==> src/hdl/rr_arb_params.svh <==
/*
  Sizing macros for the four-client round-robin arbiter.
  Included by the shared package and by every RTL block that
  loops over clients. The client count and the id width must agree.
*/

`ifndef RR_ARB_PARAMS_SVH
`define RR_ARB_PARAMS_SVH

// ---------------------------------------------------------------------------
// Arbiter sizing
// ---------------------------------------------------------------------------

// Number of requesting clients
`define RR_CLIENTS 4

// Width of a binary client id
// Must hold RR_CLIENTS-1
`define RR_ID_W 2

`endif

==> src/hdl/rr_arb_pkg.sv <==
/*
  Types shared by the arbiter RTL and its testbench.
  Vector and id types carry the client count from the params header.
  Modules pull these in through a wildcard import in their header.
*/

`default_nettype none

`include "rr_arb_params.svh"

package rr_arb_pkg;

    // One bit per client
    // Requests, acknowledges, masks and the one-hot grant
    typedef logic [`RR_CLIENTS-1:0] client_vec_t;

    // Binary client index
    typedef logic [`RR_ID_W-1:0] client_id_t;

    // Grant controller FSM
    // IDLE means no grant held, HELD waits for the acknowledge pulse
    typedef enum logic {
        GS_IDLE = 1'b0,
        GS_HELD = 1'b1
    } grant_state_e;

endpackage : rr_arb_pkg

`default_nettype wire

==> src/hdl/rr_arbiter.sv <==
/*
  Four-client round-robin arbiter with a held grant and ack pulse.
  A grant stays on until the granted client pulses grant_ack; the
  acked client then drops to lowest priority. block_arb gates all
  requests, so no new grant starts while it is high, though a grant
  already held still releases on its acknowledge.
*/

`timescale 1ns/1ps
`default_nettype none

module rr_arbiter import rr_arb_pkg::*; (
    input  logic        clk,
    input  logic        arst_n,
    input  logic        block_arb,
    input  client_vec_t request,
    input  client_vec_t grant_ack,
    output logic        grant_valid,
    output client_vec_t grant,
    output client_id_t  grant_id
);

    // Requests after block gating
    client_vec_t req_gated;

    // Requests above the last acked winner
    client_vec_t req_masked;

    // Encoder result
    client_id_t  winner;
    logic        winner_valid;

    // Ack of the held grant, one cycle
    logic        grant_release;

    // ------------------------------------------------------------------------
    // Request gating
    // ------------------------------------------------------------------------

    // Blocked means nobody is requesting as far as arbitration goes
    assign req_gated = block_arb ? '0 : request;

    // ------------------------------------------------------------------------
    // Datapath blocks
    // ------------------------------------------------------------------------

    rr_mask_gen u_mask_gen (
        .clk           (clk),
        .arst_n        (arst_n),
        .req_gated     (req_gated),
        .grant_release (grant_release),
        .grant_id      (grant_id),
        .req_masked    (req_masked)
    );

    rr_priority_enc u_priority_enc (
        .req_masked   (req_masked),
        .req_gated    (req_gated),
        .winner       (winner),
        .winner_valid (winner_valid)
    );

    rr_grant_ctrl u_grant_ctrl (
        .clk           (clk),
        .arst_n        (arst_n),
        .req_gated     (req_gated),
        .grant_ack     (grant_ack),
        .winner        (winner),
        .winner_valid  (winner_valid),
        .grant_release (grant_release),
        .grant_valid   (grant_valid),
        .grant         (grant),
        .grant_id      (grant_id)
    );

endmodule : rr_arbiter

`default_nettype wire

==> src/hdl/rr_grant_ctrl.sv <==
/*
  Grant controller FSM for the round-robin arbiter.
  Registers the encoder winner into a one-hot grant and a binary id,
  holds them until the granted client pulses its acknowledge, then
  either loads the next winner on the same edge or drops to idle.
  Drives a release pulse back to the mask generator.
*/

`timescale 1ns/1ps
`default_nettype none

`include "rr_arb_params.svh"

module rr_grant_ctrl import rr_arb_pkg::*; (
    input  logic        clk,
    input  logic        arst_n,
    input  client_vec_t req_gated,
    input  client_vec_t grant_ack,
    input  client_id_t  winner,
    input  logic        winner_valid,
    output logic        grant_release,
    output logic        grant_valid,
    output client_vec_t grant,
    output client_id_t  grant_id
);

    // FSM state
    grant_state_e state_q;
    grant_state_e state_d;

    // Next values of the grant registers
    client_vec_t  grant_d;
    client_id_t   grant_id_d;

    // Winner as a one-hot vector
    client_vec_t  winner_vec;

    // Requests from anyone but the current holder
    client_vec_t  other_req;
    logic         other_any;

    // ------------------------------------------------------------------------
    // Handshake decode
    // ------------------------------------------------------------------------

    // Only the ack bit of the held id counts
    // Ack bits of other clients are ignored
    assign grant_release = (state_q == GS_HELD) && grant_ack[grant_id];

    assign other_req = req_gated & ~grant;
    assign other_any = |other_req;

    assign winner_vec = client_vec_t'(1) << winner;

    // ------------------------------------------------------------------------
    // Next state
    // ------------------------------------------------------------------------

    always_comb begin
        state_d    = state_q;
        grant_d    = grant;
        grant_id_d = grant_id;

        case (state_q)
            GS_IDLE: begin
                // First grant one edge after the requests show up
                if (winner_valid) begin
                    state_d    = GS_HELD;
                    grant_d    = winner_vec;
                    grant_id_d = winner;
                end
            end

            GS_HELD: begin
                if (grant_release) begin
                    if (other_any && winner_valid) begin
                        // Back-to-back grant
                        // Mask already skips the acked client
                        grant_d    = winner_vec;
                        grant_id_d = winner;
                    end else begin
                        // Only the acked client left, or blocked
                        // One dead cycle before anything new
                        state_d    = GS_IDLE;
                        grant_d    = '0;
                        grant_id_d = '0;
                    end
                end
                // No ack: hold everything, the arbiter stalls
            end

            default: begin
                state_d    = GS_IDLE;
                grant_d    = '0;
                grant_id_d = '0;
            end
        endcase
    end

    // ------------------------------------------------------------------------
    // Registers
    // ------------------------------------------------------------------------

    always_ff @(posedge clk or negedge arst_n) begin
        if (!arst_n) begin
            state_q  <= GS_IDLE;
            grant    <= '0;
            grant_id <= '0;
        end else begin
            state_q  <= state_d;
            grant    <= grant_d;
            grant_id <= grant_id_d;
        end
    end

    // Valid straight from the state flop
    assign grant_valid = (state_q == GS_HELD);

    // ------------------------------------------------------------------------
    // Checks
    // ------------------------------------------------------------------------

    // One-hot grant agrees with the binary id
    a_grant_onehot: assert property (
        @(posedge clk) disable iff (!arst_n)
        grant_valid |-> ($onehot(grant) && (grant == (client_vec_t'(1) << grant_id)))
    );

    // Held grant does not move until acked
    a_grant_hold: assert property (
        @(posedge clk) disable iff (!arst_n)
        (grant_valid && !grant_release) |=>
            (grant_valid && $stable(grant) && $stable(grant_id))
    );

endmodule : rr_grant_ctrl

`default_nettype wire

==> src/hdl/rr_mask_gen.sv <==
/*
  Rotating priority mask for the round-robin arbiter.
  Remembers the last acknowledged winner and keeps only the gated
  requests of clients above it. Before any acknowledge all gated
  requests pass, so the search starts at client 0 after reset.
  The winner being released this cycle already counts as the last one.
*/

`timescale 1ns/1ps
`default_nettype none

`include "rr_arb_params.svh"

module rr_mask_gen import rr_arb_pkg::*; (
    input  logic        clk,
    input  logic        arst_n,
    input  client_vec_t req_gated,
    input  logic        grant_release,
    input  client_id_t  grant_id,
    output client_vec_t req_masked
);

    // Last acknowledged winner and its valid flag
    client_id_t  last_id_q;
    logic        last_valid_q;

    // Reference point for the mask in this cycle
    client_id_t  ref_id;
    logic        ref_valid;
    client_vec_t rr_mask;

    // ------------------------------------------------------------------------
    // Last-winner register
    // ------------------------------------------------------------------------

    // Updated only on the edge that samples the acknowledge
    always_ff @(posedge clk or negedge arst_n) begin
        if (!arst_n) begin
            last_id_q    <= '0;
            last_valid_q <= 1'b0;
        end else if (grant_release) begin
            last_id_q    <= grant_id;
            last_valid_q <= 1'b1;
        end
    end

    // Bypass the register during release
    // so the next grant on that same edge already skips the acked client
    assign ref_id    = grant_release ? grant_id : last_id_q;
    assign ref_valid = grant_release | last_valid_q;

    // ------------------------------------------------------------------------
    // Mask build and apply
    // ------------------------------------------------------------------------

    // Bit i survives if client i sits strictly above the reference
    // With no reference yet everything passes
    always_comb begin
        for (int i = 0; i < `RR_CLIENTS; i++) begin
            rr_mask[i] = !ref_valid || (i > int'(ref_id));
        end
    end

    assign req_masked = req_gated & rr_mask;

    // Release comes from the controller with the id it holds
    // That id must be a known value naming a real client
    a_release_id_range: assert property (
        @(posedge clk) disable iff (!arst_n)
        grant_release |-> (!$isunknown(grant_id) && (int'(grant_id) < `RR_CLIENTS))
    );

endmodule : rr_mask_gen

`default_nettype wire

==> src/hdl/rr_priority_enc.sv <==
/*
  Two-level find-first-set for the round-robin arbiter.
  Picks the lowest set bit of the masked requests. When the mask
  removes every request the search wraps to the lowest set bit of
  all gated requests. Purely combinational.
*/

`timescale 1ns/1ps
`default_nettype none

`include "rr_arb_params.svh"

module rr_priority_enc import rr_arb_pkg::*; (
    input  client_vec_t req_masked,
    input  client_vec_t req_gated,
    output client_id_t  winner,
    output logic        winner_valid
);

    // Per-level results
    client_id_t masked_id;
    client_id_t gated_id;
    logic       masked_hit;

    // ------------------------------------------------------------------------
    // Find first set
    // ------------------------------------------------------------------------

    // Lowest index wins
    // Scan downward so the last hit is the lowest one
    function automatic client_id_t first_set(input client_vec_t vec);
        client_id_t idx;
        idx = '0;
        for (int i = `RR_CLIENTS - 1; i >= 0; i--) begin
            if (vec[i]) begin
                idx = client_id_t'(i);
            end
        end
        return idx;
    endfunction

    // Upper level: clients above the last winner
    assign masked_hit = |req_masked;
    assign masked_id  = first_set(req_masked);

    // Lower level: wrap-around over every gated request
    assign gated_id = first_set(req_gated);

    // ------------------------------------------------------------------------
    // Winner select
    // ------------------------------------------------------------------------

    // Masked level has priority, wrap only when it is empty
    assign winner = masked_hit ? masked_id : gated_id;

    // Any gated request yields a winner
    // Masked bits are a subset of the gated ones
    assign winner_valid = |req_gated;

endmodule : rr_priority_enc

`default_nettype wire

==> config.mk <==
export PLATFORM = sky130hd
export DESIGN_NAME = rr_arbiter
export DESIGN_NICKNAME = d
export VERILOG_FILES = /design/src/hdl/rr_arb_pkg.sv /design/src/hdl/rr_arbiter.sv /design/src/hdl/rr_grant_ctrl.sv /design/src/hdl/rr_mask_gen.sv /design/src/hdl/rr_priority_enc.sv
export VERILOG_INCLUDE_DIRS = /design/src /design/src/hdl
export SDC_FILE = /design/constraint.sdc
export NUM_CORES = 1
export LEC_CHECK = 0
export BUFFER_PORTS_ARGS = -buffer_cell sky130_fd_sc_hd__buf_4
export CORE_MARGIN = 1.5
export CORE_UTILIZATION = 49
export CTS_CLUSTER_SIZE = 40
export DETAILED_ROUTE_END_ITERATION = 7
export PLACE_DENSITY_LB_ADDON = 0.05
export SLEW_MARGIN = 20
export SYNTH_ARGS = -nofsm -noshare
export SYNTH_HDL_FRONTEND = slang
export SYNTH_HIERARCHICAL = 1
export SYNTH_SLANG_ARGS = --single-unit
==> constraint.sdc <==
create_clock -name clk -period 3.45 [get_ports clk]
set_input_delay 0.69 -clock clk [delete_from_list [all_inputs] [get_ports clk]]
set_output_delay 0.69 -clock clk [all_outputs]
set_load 0.1 [all_outputs]
# Yosys cells after proc, flatten, opt, wreduce, memory -nomap -nowiden

Cells that the tools add are included.
Widths: inputs -> output; s select.

Magnitude comparators: 4
Multiplexer cells: 25
Equality and inequality tests: 2
Bitwise gates (word level): 5
Reductions and logical operators: 10
Shifts and indexed selects: 1

Operators with widths:

| operator            | count |
|---|---|
| $mux 2              | 13 |
| $mux 4              | 4 |
| $reduce_or 4->1     | 3 |
| $and 4x4->4         | 2 |
| $pmux 4 s2          | 1 |
| $gt 2x2->1 const A  | 2 |
| $mux 1              | 4 |
| $not 4->4           | 1 |
| $pmux 2 s2          | 1 |
| $shl 1x2->4 const A | 1 |
| $logic_or 1x1->1    | 3 |
| $lt 2x3->1 const B  | 1 |
| $bmux 1 s2          | 1 |
| $gt 1x2->1 const A  | 1 |
| $logic_and 1x1->1   | 2 |
| $ne 2x1->1 const B  | 1 |
| $ne 2x2->1 const B  | 1 |
| $pmux 1 s2          | 1 |
| $reduce_and 2->1    | 1 |
| $logic_not 1->1     | 1 |
| $not 1->1           | 1 |
| $or 1x1->1          | 1 |

Output and inout port bits: 7
Register bits: 10
Input port bits: 11

# Depth between registers and ports, before layout

Depth after elaboration: 16
Mapped depth: 10
Depth with buffers taken out: 10

# Hierarchy

The synthesis kept the hierarchy.

By module, submodules not included:

| module          | cells an instance | area each (µm²) | sequential area each (µm²) | instances |
|---|---|---|---|---|
| rr_grant_ctrl   | 35                | 414.1           | 175.2                      | 1 |
| rr_mask_gen     | 15                | 158.9           | 75.1                       | 1 |
| rr_priority_enc | 12                | 65.1            | 0.0                        | 1 |
| rr_arbiter      | 4                 | 25.0            | 0.0                        | 1 |

# Least setup slack after synthesis

Ideal clock, no wire load.

Path type: register to register
Start: register u_grant_ctrl.grant_id[0]
End: register u_grant_ctrl.grant[2]
Required time: 3384 ps
Library setup time: 66 ps
Data arrival time: 3186 ps
Setup slack: 198 ps
Clock period less this slack: 3252 ps
Stages on the path, launching flop included: 10
Path through: dfrtp_1 mux4_2 and2_2 mux2_4 a21boi_0 nor2_1 a211oi_2 inv_1 a2111oi_0 a21o_2

Word-level cells in the longest chain between the ends: 16
Elaborated cells on any way between the ends: 26
Those cells by class: 3 x order compare; 1 x eq/ne; 1 x shift; 12 x mux; 2 x bitwise; 7 x reduce/logical

RTL lines:

| item                           | line                  | text |
|---|---|---|
| from (decl)                    | rr_grant_ctrl.sv:24   | `output client_id_t grant_id` |
| from (signal assigned)         | rr_grant_ctrl.sv:112  | `grant_id <= grant_id_d;` |
| $bmux 1 s2 *                   | rr_grant_ctrl.sv:48   | `assign grant_release = (state_q == GS_HELD) && grant_ack[grant_id];` |
| $mux 1 (not written as such) * | rr_grant_ctrl.sv:48   |  |
| $logic_and 1x1->1 *            | rr_grant_ctrl.sv:48   |  |
| net grant_release              | rr_arbiter.sv:34      | `logic grant_release;` |
| $mux 2 *                       | n/a                   |  |
| net u_mask_gen.ref_id[0]       | rr_mask_gen.sv:28     | `client_id_t ref_id;` |
| $gt 2x2->1 *                   | rr_mask_gen.sv:60     | `rr_mask[i] = !ref_valid \|\| (i > int'(ref_id));` |
| $logic_or 1x1->1 *             | rr_mask_gen.sv:60     |  |
| $and 4x4->4 *                  | rr_mask_gen.sv:64     | `assign req_masked = req_gated & rr_mask;` |
| net req_masked[3]              | rr_arbiter.sv:27      | `client_vec_t req_masked;` |
| $mux 2 (4 in series)           | rr_priority_enc.sv:35 | `if (vec[i]) begin` |
| $mux 2 *                       | rr_priority_enc.sv:54 | `assign winner = masked_hit ? masked_id : gated_id;` |
| net winner[1]                  | rr_arbiter.sv:30      | `client_id_t winner;` |
| $shl 1x2->4 *                  | rr_grant_ctrl.sv:53   | `assign winner_vec = client_vec_t'(1) << winner;` |
| $mux 4                         | rr_grant_ctrl.sv:76   | `if (other_any && winner_valid) begin` |
| $mux 4                         | rr_grant_ctrl.sv:75   | `if (grant_release) begin` |
| $pmux 4 s2 *                   | rr_grant_ctrl.sv:64   | `case (state_q)` |
| to (signal assigned)           | rr_grant_ctrl.sv:111  | `grant <= grant_d;` |
| to (decl)                      | rr_grant_ctrl.sv:23   | `output client_vec_t grant,` |

Mark *: on every way through the listed nets, which the timed path passes. The rest lies on a longest branch. The select of a mux whose other input is x is not followed.
A chain may end at the register's enable or synchronous reset.

# Final worst setup path

Start: input grant_ack[3]
End: register u_grant_ctrl.grant[2]

Word-level cells in the longest chain between the ends: 16
Elaborated cells on any way between the ends: 26
Those cells by class: 3 x order compare; 1 x eq/ne; 1 x shift; 12 x mux; 2 x bitwise; 7 x reduce/logical

RTL lines:

| item                           | line                  | text |
|---|---|---|
| from (decl)                    | rr_arbiter.sv:17      | `input client_vec_t grant_ack,` |
| $bmux 1 s2 *                   | rr_grant_ctrl.sv:48   |  |
| $mux 1 (not written as such) * | rr_grant_ctrl.sv:48   |  |
| $logic_and 1x1->1 *            | rr_grant_ctrl.sv:48   |  |
| net grant_release              | rr_arbiter.sv:34      |  |
| $mux 2 *                       | n/a                   |  |
| net u_mask_gen.ref_id[0]       | rr_mask_gen.sv:28     |  |
| $gt 2x2->1 *                   | rr_mask_gen.sv:60     |  |
| $logic_or 1x1->1 *             | rr_mask_gen.sv:60     |  |
| $and 4x4->4 *                  | rr_mask_gen.sv:64     |  |
| net req_masked[3]              | rr_arbiter.sv:27      |  |
| $mux 2 (4 in series)           | rr_priority_enc.sv:35 |  |
| $mux 2 *                       | rr_priority_enc.sv:54 |  |
| net winner[1]                  | rr_arbiter.sv:30      |  |
| $shl 1x2->4 *                  | rr_grant_ctrl.sv:53   |  |
| $mux 4                         | rr_grant_ctrl.sv:76   |  |
| $mux 4                         | rr_grant_ctrl.sv:75   |  |
| $pmux 4 s2 *                   | rr_grant_ctrl.sv:64   |  |

Marked as above.

==> results.yml <==
setup_path:
  worstPathCellList: "buf_4 -> mux4_2 -> and2_2 -> mux2_4 -> a21boi_0 -> nor2_1 -> a211oi_2 -> inv_1 -> a2111oi_0 -> a21o_2"
  timing.rr.start: "u_grant_ctrl/grant_id[0]$_DFFE_PN0P_"
  capturing_element_type_of_the_critical_path: "flop"
  type_of_element_launching_the_critical_path: "input pin"
  crit_family: "compound AO/OA/AOI/OAI gates"
  path_buf_inv: 2
  worstSetupEndpoint: "u_grant_ctrl/grant[2]$_DFFE_PN0P_"
  worst-r2r-cell-count: 9
  timing.critical_path.required_ns: 3.65
  timing.critical_path.depth: 10
  timing.critical_path.slowest_stage_cell: "mux4_2"
  regToRegEndpoint: "u_grant_ctrl/grant[2]$_DFFE_PN0P_"
  timing_worst_setup_path_type: "input pin to flop"
  critical-path-max-stage-delay_ns: 0.51
  r2r_setup_slack_ns: 0.61
  critPathLaunch: "grant_ack[3]"
  cp_max_fo: 5
  timing.critical_path.arrival_ns: 3.10
placed_design:
  count_of_buffers_inserted_at_the_top_level_ports: 17
  placement.setup.worst_slack_ns: 0.324
  gp_congestion: 0.744
  detailedPlacementHpwl_um: 1130
power:
  vdd.ir_drop.worst_uv: 537
  powerDensity_mw_per_mm2: 1030
  total_leakage_power_uw: 0.000388
  post-layout-total-power_uw: 839
job:
  max_cap_viol_count: 0
sta:
  tightest_slew_ns: 0.483
  final_critical_path_setup_slack_ns: 0.545
  unrepaired_setup_endpoints_after_global_routing: "no"
  timing_max_transition_violations_final: 0
  finalHoldViolCount: 0
  worst_clock_skew_ns: 0.00366
  fmax_ghz: 0.344
  final.setup.tns_ns: 0
  relative_slew_slack: 0.674
  post-route-period-util: 0.842
  hold_slack_ns: 0.252
  period_minus_slack_ns: 2.90
  setup-violations-final: 0
floorplanning:
  floorplan.core_area_mm2: 0.00128
  floorplan.initialDensity: 0.516
  dieWidth_um: 39.8
  ioPinCount: 18
  design.die.area_mm2: 0.00158
  die_y_um: 39.8
  placement_rows: 13
routing:
  route.vias.total: 554
  drt_pass1_iterations: 4
  initialDrtViolationCount: 16
  drt-wirelength-per-cell_um: 14.5
  drt.antenna.violating_nets: 0
  via_per_inst: 5.60
  detail_route.drc_violations: 0
  routed_wl_um: 1440
yosys:
  postSynthNetCount: 77
  synth_sequential_area_ratio: 0.377
  synthCells: 66
  syn_area_um2: 663
  yosys_register_bits: 10
  yosysWarnings: 6
  ys_types: 30
  avgSynthCellArea_um2: 10.0
clock_network:
  tritoncts: "done"
  post_cts_resize_count: 0
  cts_root_buffer: "clkbuf_4"
  cts-root-to-sink-buffers: 2
  cts_sinks: 10
  ctsHoldBuffers: 0
  post_cts.repair.setup_buffers: 0
  clock_buffer_count_from_cts: 3
  worst_setup_hold_path_clk_slew_ns: 0.06
  latest_clock_arrival_within_the_worst_skew_pair_ns: 0.26
  clock_tree.htree_level_count: 1
global_routing:
  grt_usage: 0.210
  grt_overflow_total: 0
  antenna_found_initial: 0
  grt_pass1_wl_um: 2150
  grt_start_max_net_pins: 13
  vias_in_the_first_global_route: 489
layout:
  ratio_of_cells_with_drive_above_1_in_the_final_layout: 0.369
  postLayoutCoreUtil: 0.635
  area_growth_syn_to_layout_pct: 23.0
  mostFrequentLayoutCell: "buf_4"
  antenna_cells: 0
  layout_common_cells: "17 x buf_4, 10 x dfrtp_1, 9 x nor2b_1"
  final_nets: 97
outcome:
  outcome: "finished, final reports clean"
worst_hold_path:
  hp-class: "input pin to asynchronous set/reset pin"
[per-stage QoR]
step / instance area, um^2 / instances
after floorplan: 663 / 66
after global placement: 793 / 96
final: 816 / 99
after detailed placement: 793 / 96
after CTS: 816 / 99
after global routing: 816 / 99
[where the power goes]
group	internal, uW	leakage (uW)	switching [uW]
sequential	162	0.000125	49.7
combinational	164	0.000249	388
clock	40.1	0.0000138	35.5
[cells by family after synthesis]
group,after synthesis,share of synthesized area
AOI/OAI and AO/OA,19,0.249
buffers and inverters,6,0.0472
DFF,10,0.377
muxes,4,0.113
and+or+nand+nor,27,0.213
[worst reg2reg max path: cells and delay by family, from the launching register on]
family,cells,cell delay (ns)
compound gates,4,1.01
mux,2,0.90
flops,1,0.41
simple gates,2,0.35
buf+inv,1,0.12
[synth_stat cells]
| cell | n | share of area |
|---|---|---|
| a21boi_0 | 1 | 0.011 |
| o41ai_4 | 1 | 0.042 |
| o41ai_1 | 1 | 0.013 |
| nor4_1 | 1 | 0.0094 |
| and2_2 | 1 | 0.011 |
| mux2_4 | 2 | 0.045 |
| mux2i_4 | 1 | 0.034 |
| a21bo_2 | 1 | 0.015 |
| buf_6 | 1 | 0.017 |
| or2_2 | 1 | 0.0094 |
| a22o_1 | 1 | 0.013 |
| nor2b_1 | 9 | 0.085 |
| a21o_2 | 2 | 0.026 |
| and3_1 | 1 | 0.0094 |
| nand3b_1 | 1 | 0.011 |
| and2_1 | 1 | 0.0094 |
| dfrtp_1 | 10 | 0.38 |
| a211oi_1 | 1 | 0.011 |
| inv_1 | 4 | 0.023 |
| a211oi_2 | 1 | 0.019 |
| a21o_1 | 1 | 0.011 |
| nor2_1 | 5 | 0.028 |
| o31ai_1 | 2 | 0.023 |
| a2111oi_0 | 2 | 0.026 |
| o21ai_0 | 1 | 0.0075 |
| nand2_1 | 7 | 0.040 |
| clkbuf_2 | 1 | 0.0075 |
| a21oi_1 | 2 | 0.015 |
| o21ai_1 | 2 | 0.015 |
| mux4_2 | 1 | 0.034 |
[flip-flops by register name (all words and copies together) (netlist names)]
| name | flops |
|---|---|
| u_grant_ctrl/grant | 4 |
| u_grant_ctrl/grant_id | 2 |
| u_mask_gen/last_id_q | 2 |
| u_grant_ctrl/grant_valid | 1 |
| u_mask_gen/last_valid_q | 1 |
[worst min path at each step]
stage	endpoint	depth (start not counted)	startpoint	slack (ns)
final	u_grant_ctrl/grant_valid$_DFF_PN0_	1	arst_n	0.25
after global placement	u_mask_gen/last_valid_q$_DFFE_PN0P_	1	u_mask_gen/last_valid_q$_DFFE_PN0P_	0.49
after global routing	u_grant_ctrl/grant_valid$_DFF_PN0_	1	arst_n	0.25
after CTS	u_mask_gen/last_id_q[0]$_DFF_PN0_	1	arst_n	0.24
after detailed placement	u_mask_gen/last_valid_q$_DFFE_PN0P_	1	u_mask_gen/last_valid_q$_DFFE_PN0P_	0.49
after floorplan	u_grant_ctrl/grant[0]$_DFFE_PN0P_	0	arst_n	0.39
[area by class of cell]
class / instances / area (um^2)
Inverter: 4 / 15.0
Tap cell: 15 / 18.8
Multi-Input combinational cell: 50 / 382
Clock buffer: 3 / 22.5
Sequential cell: 10 / 250
Timing Repair Buffer: 17 / 128
Fill cell: 121 / 469
[metal layers]
layer / routed length [um] / track usage / vias to the layer above
li1: - / - / 275
met1: 674 / 0.282 / 265
met2: 691 / 0.316 / 14
met3: 71 / 0.0511 / 0
met4: 0 / 0.0862 / 0
met5: 0 / 0 / -
No activity file was read; power rests on OpenSTA's default activity.
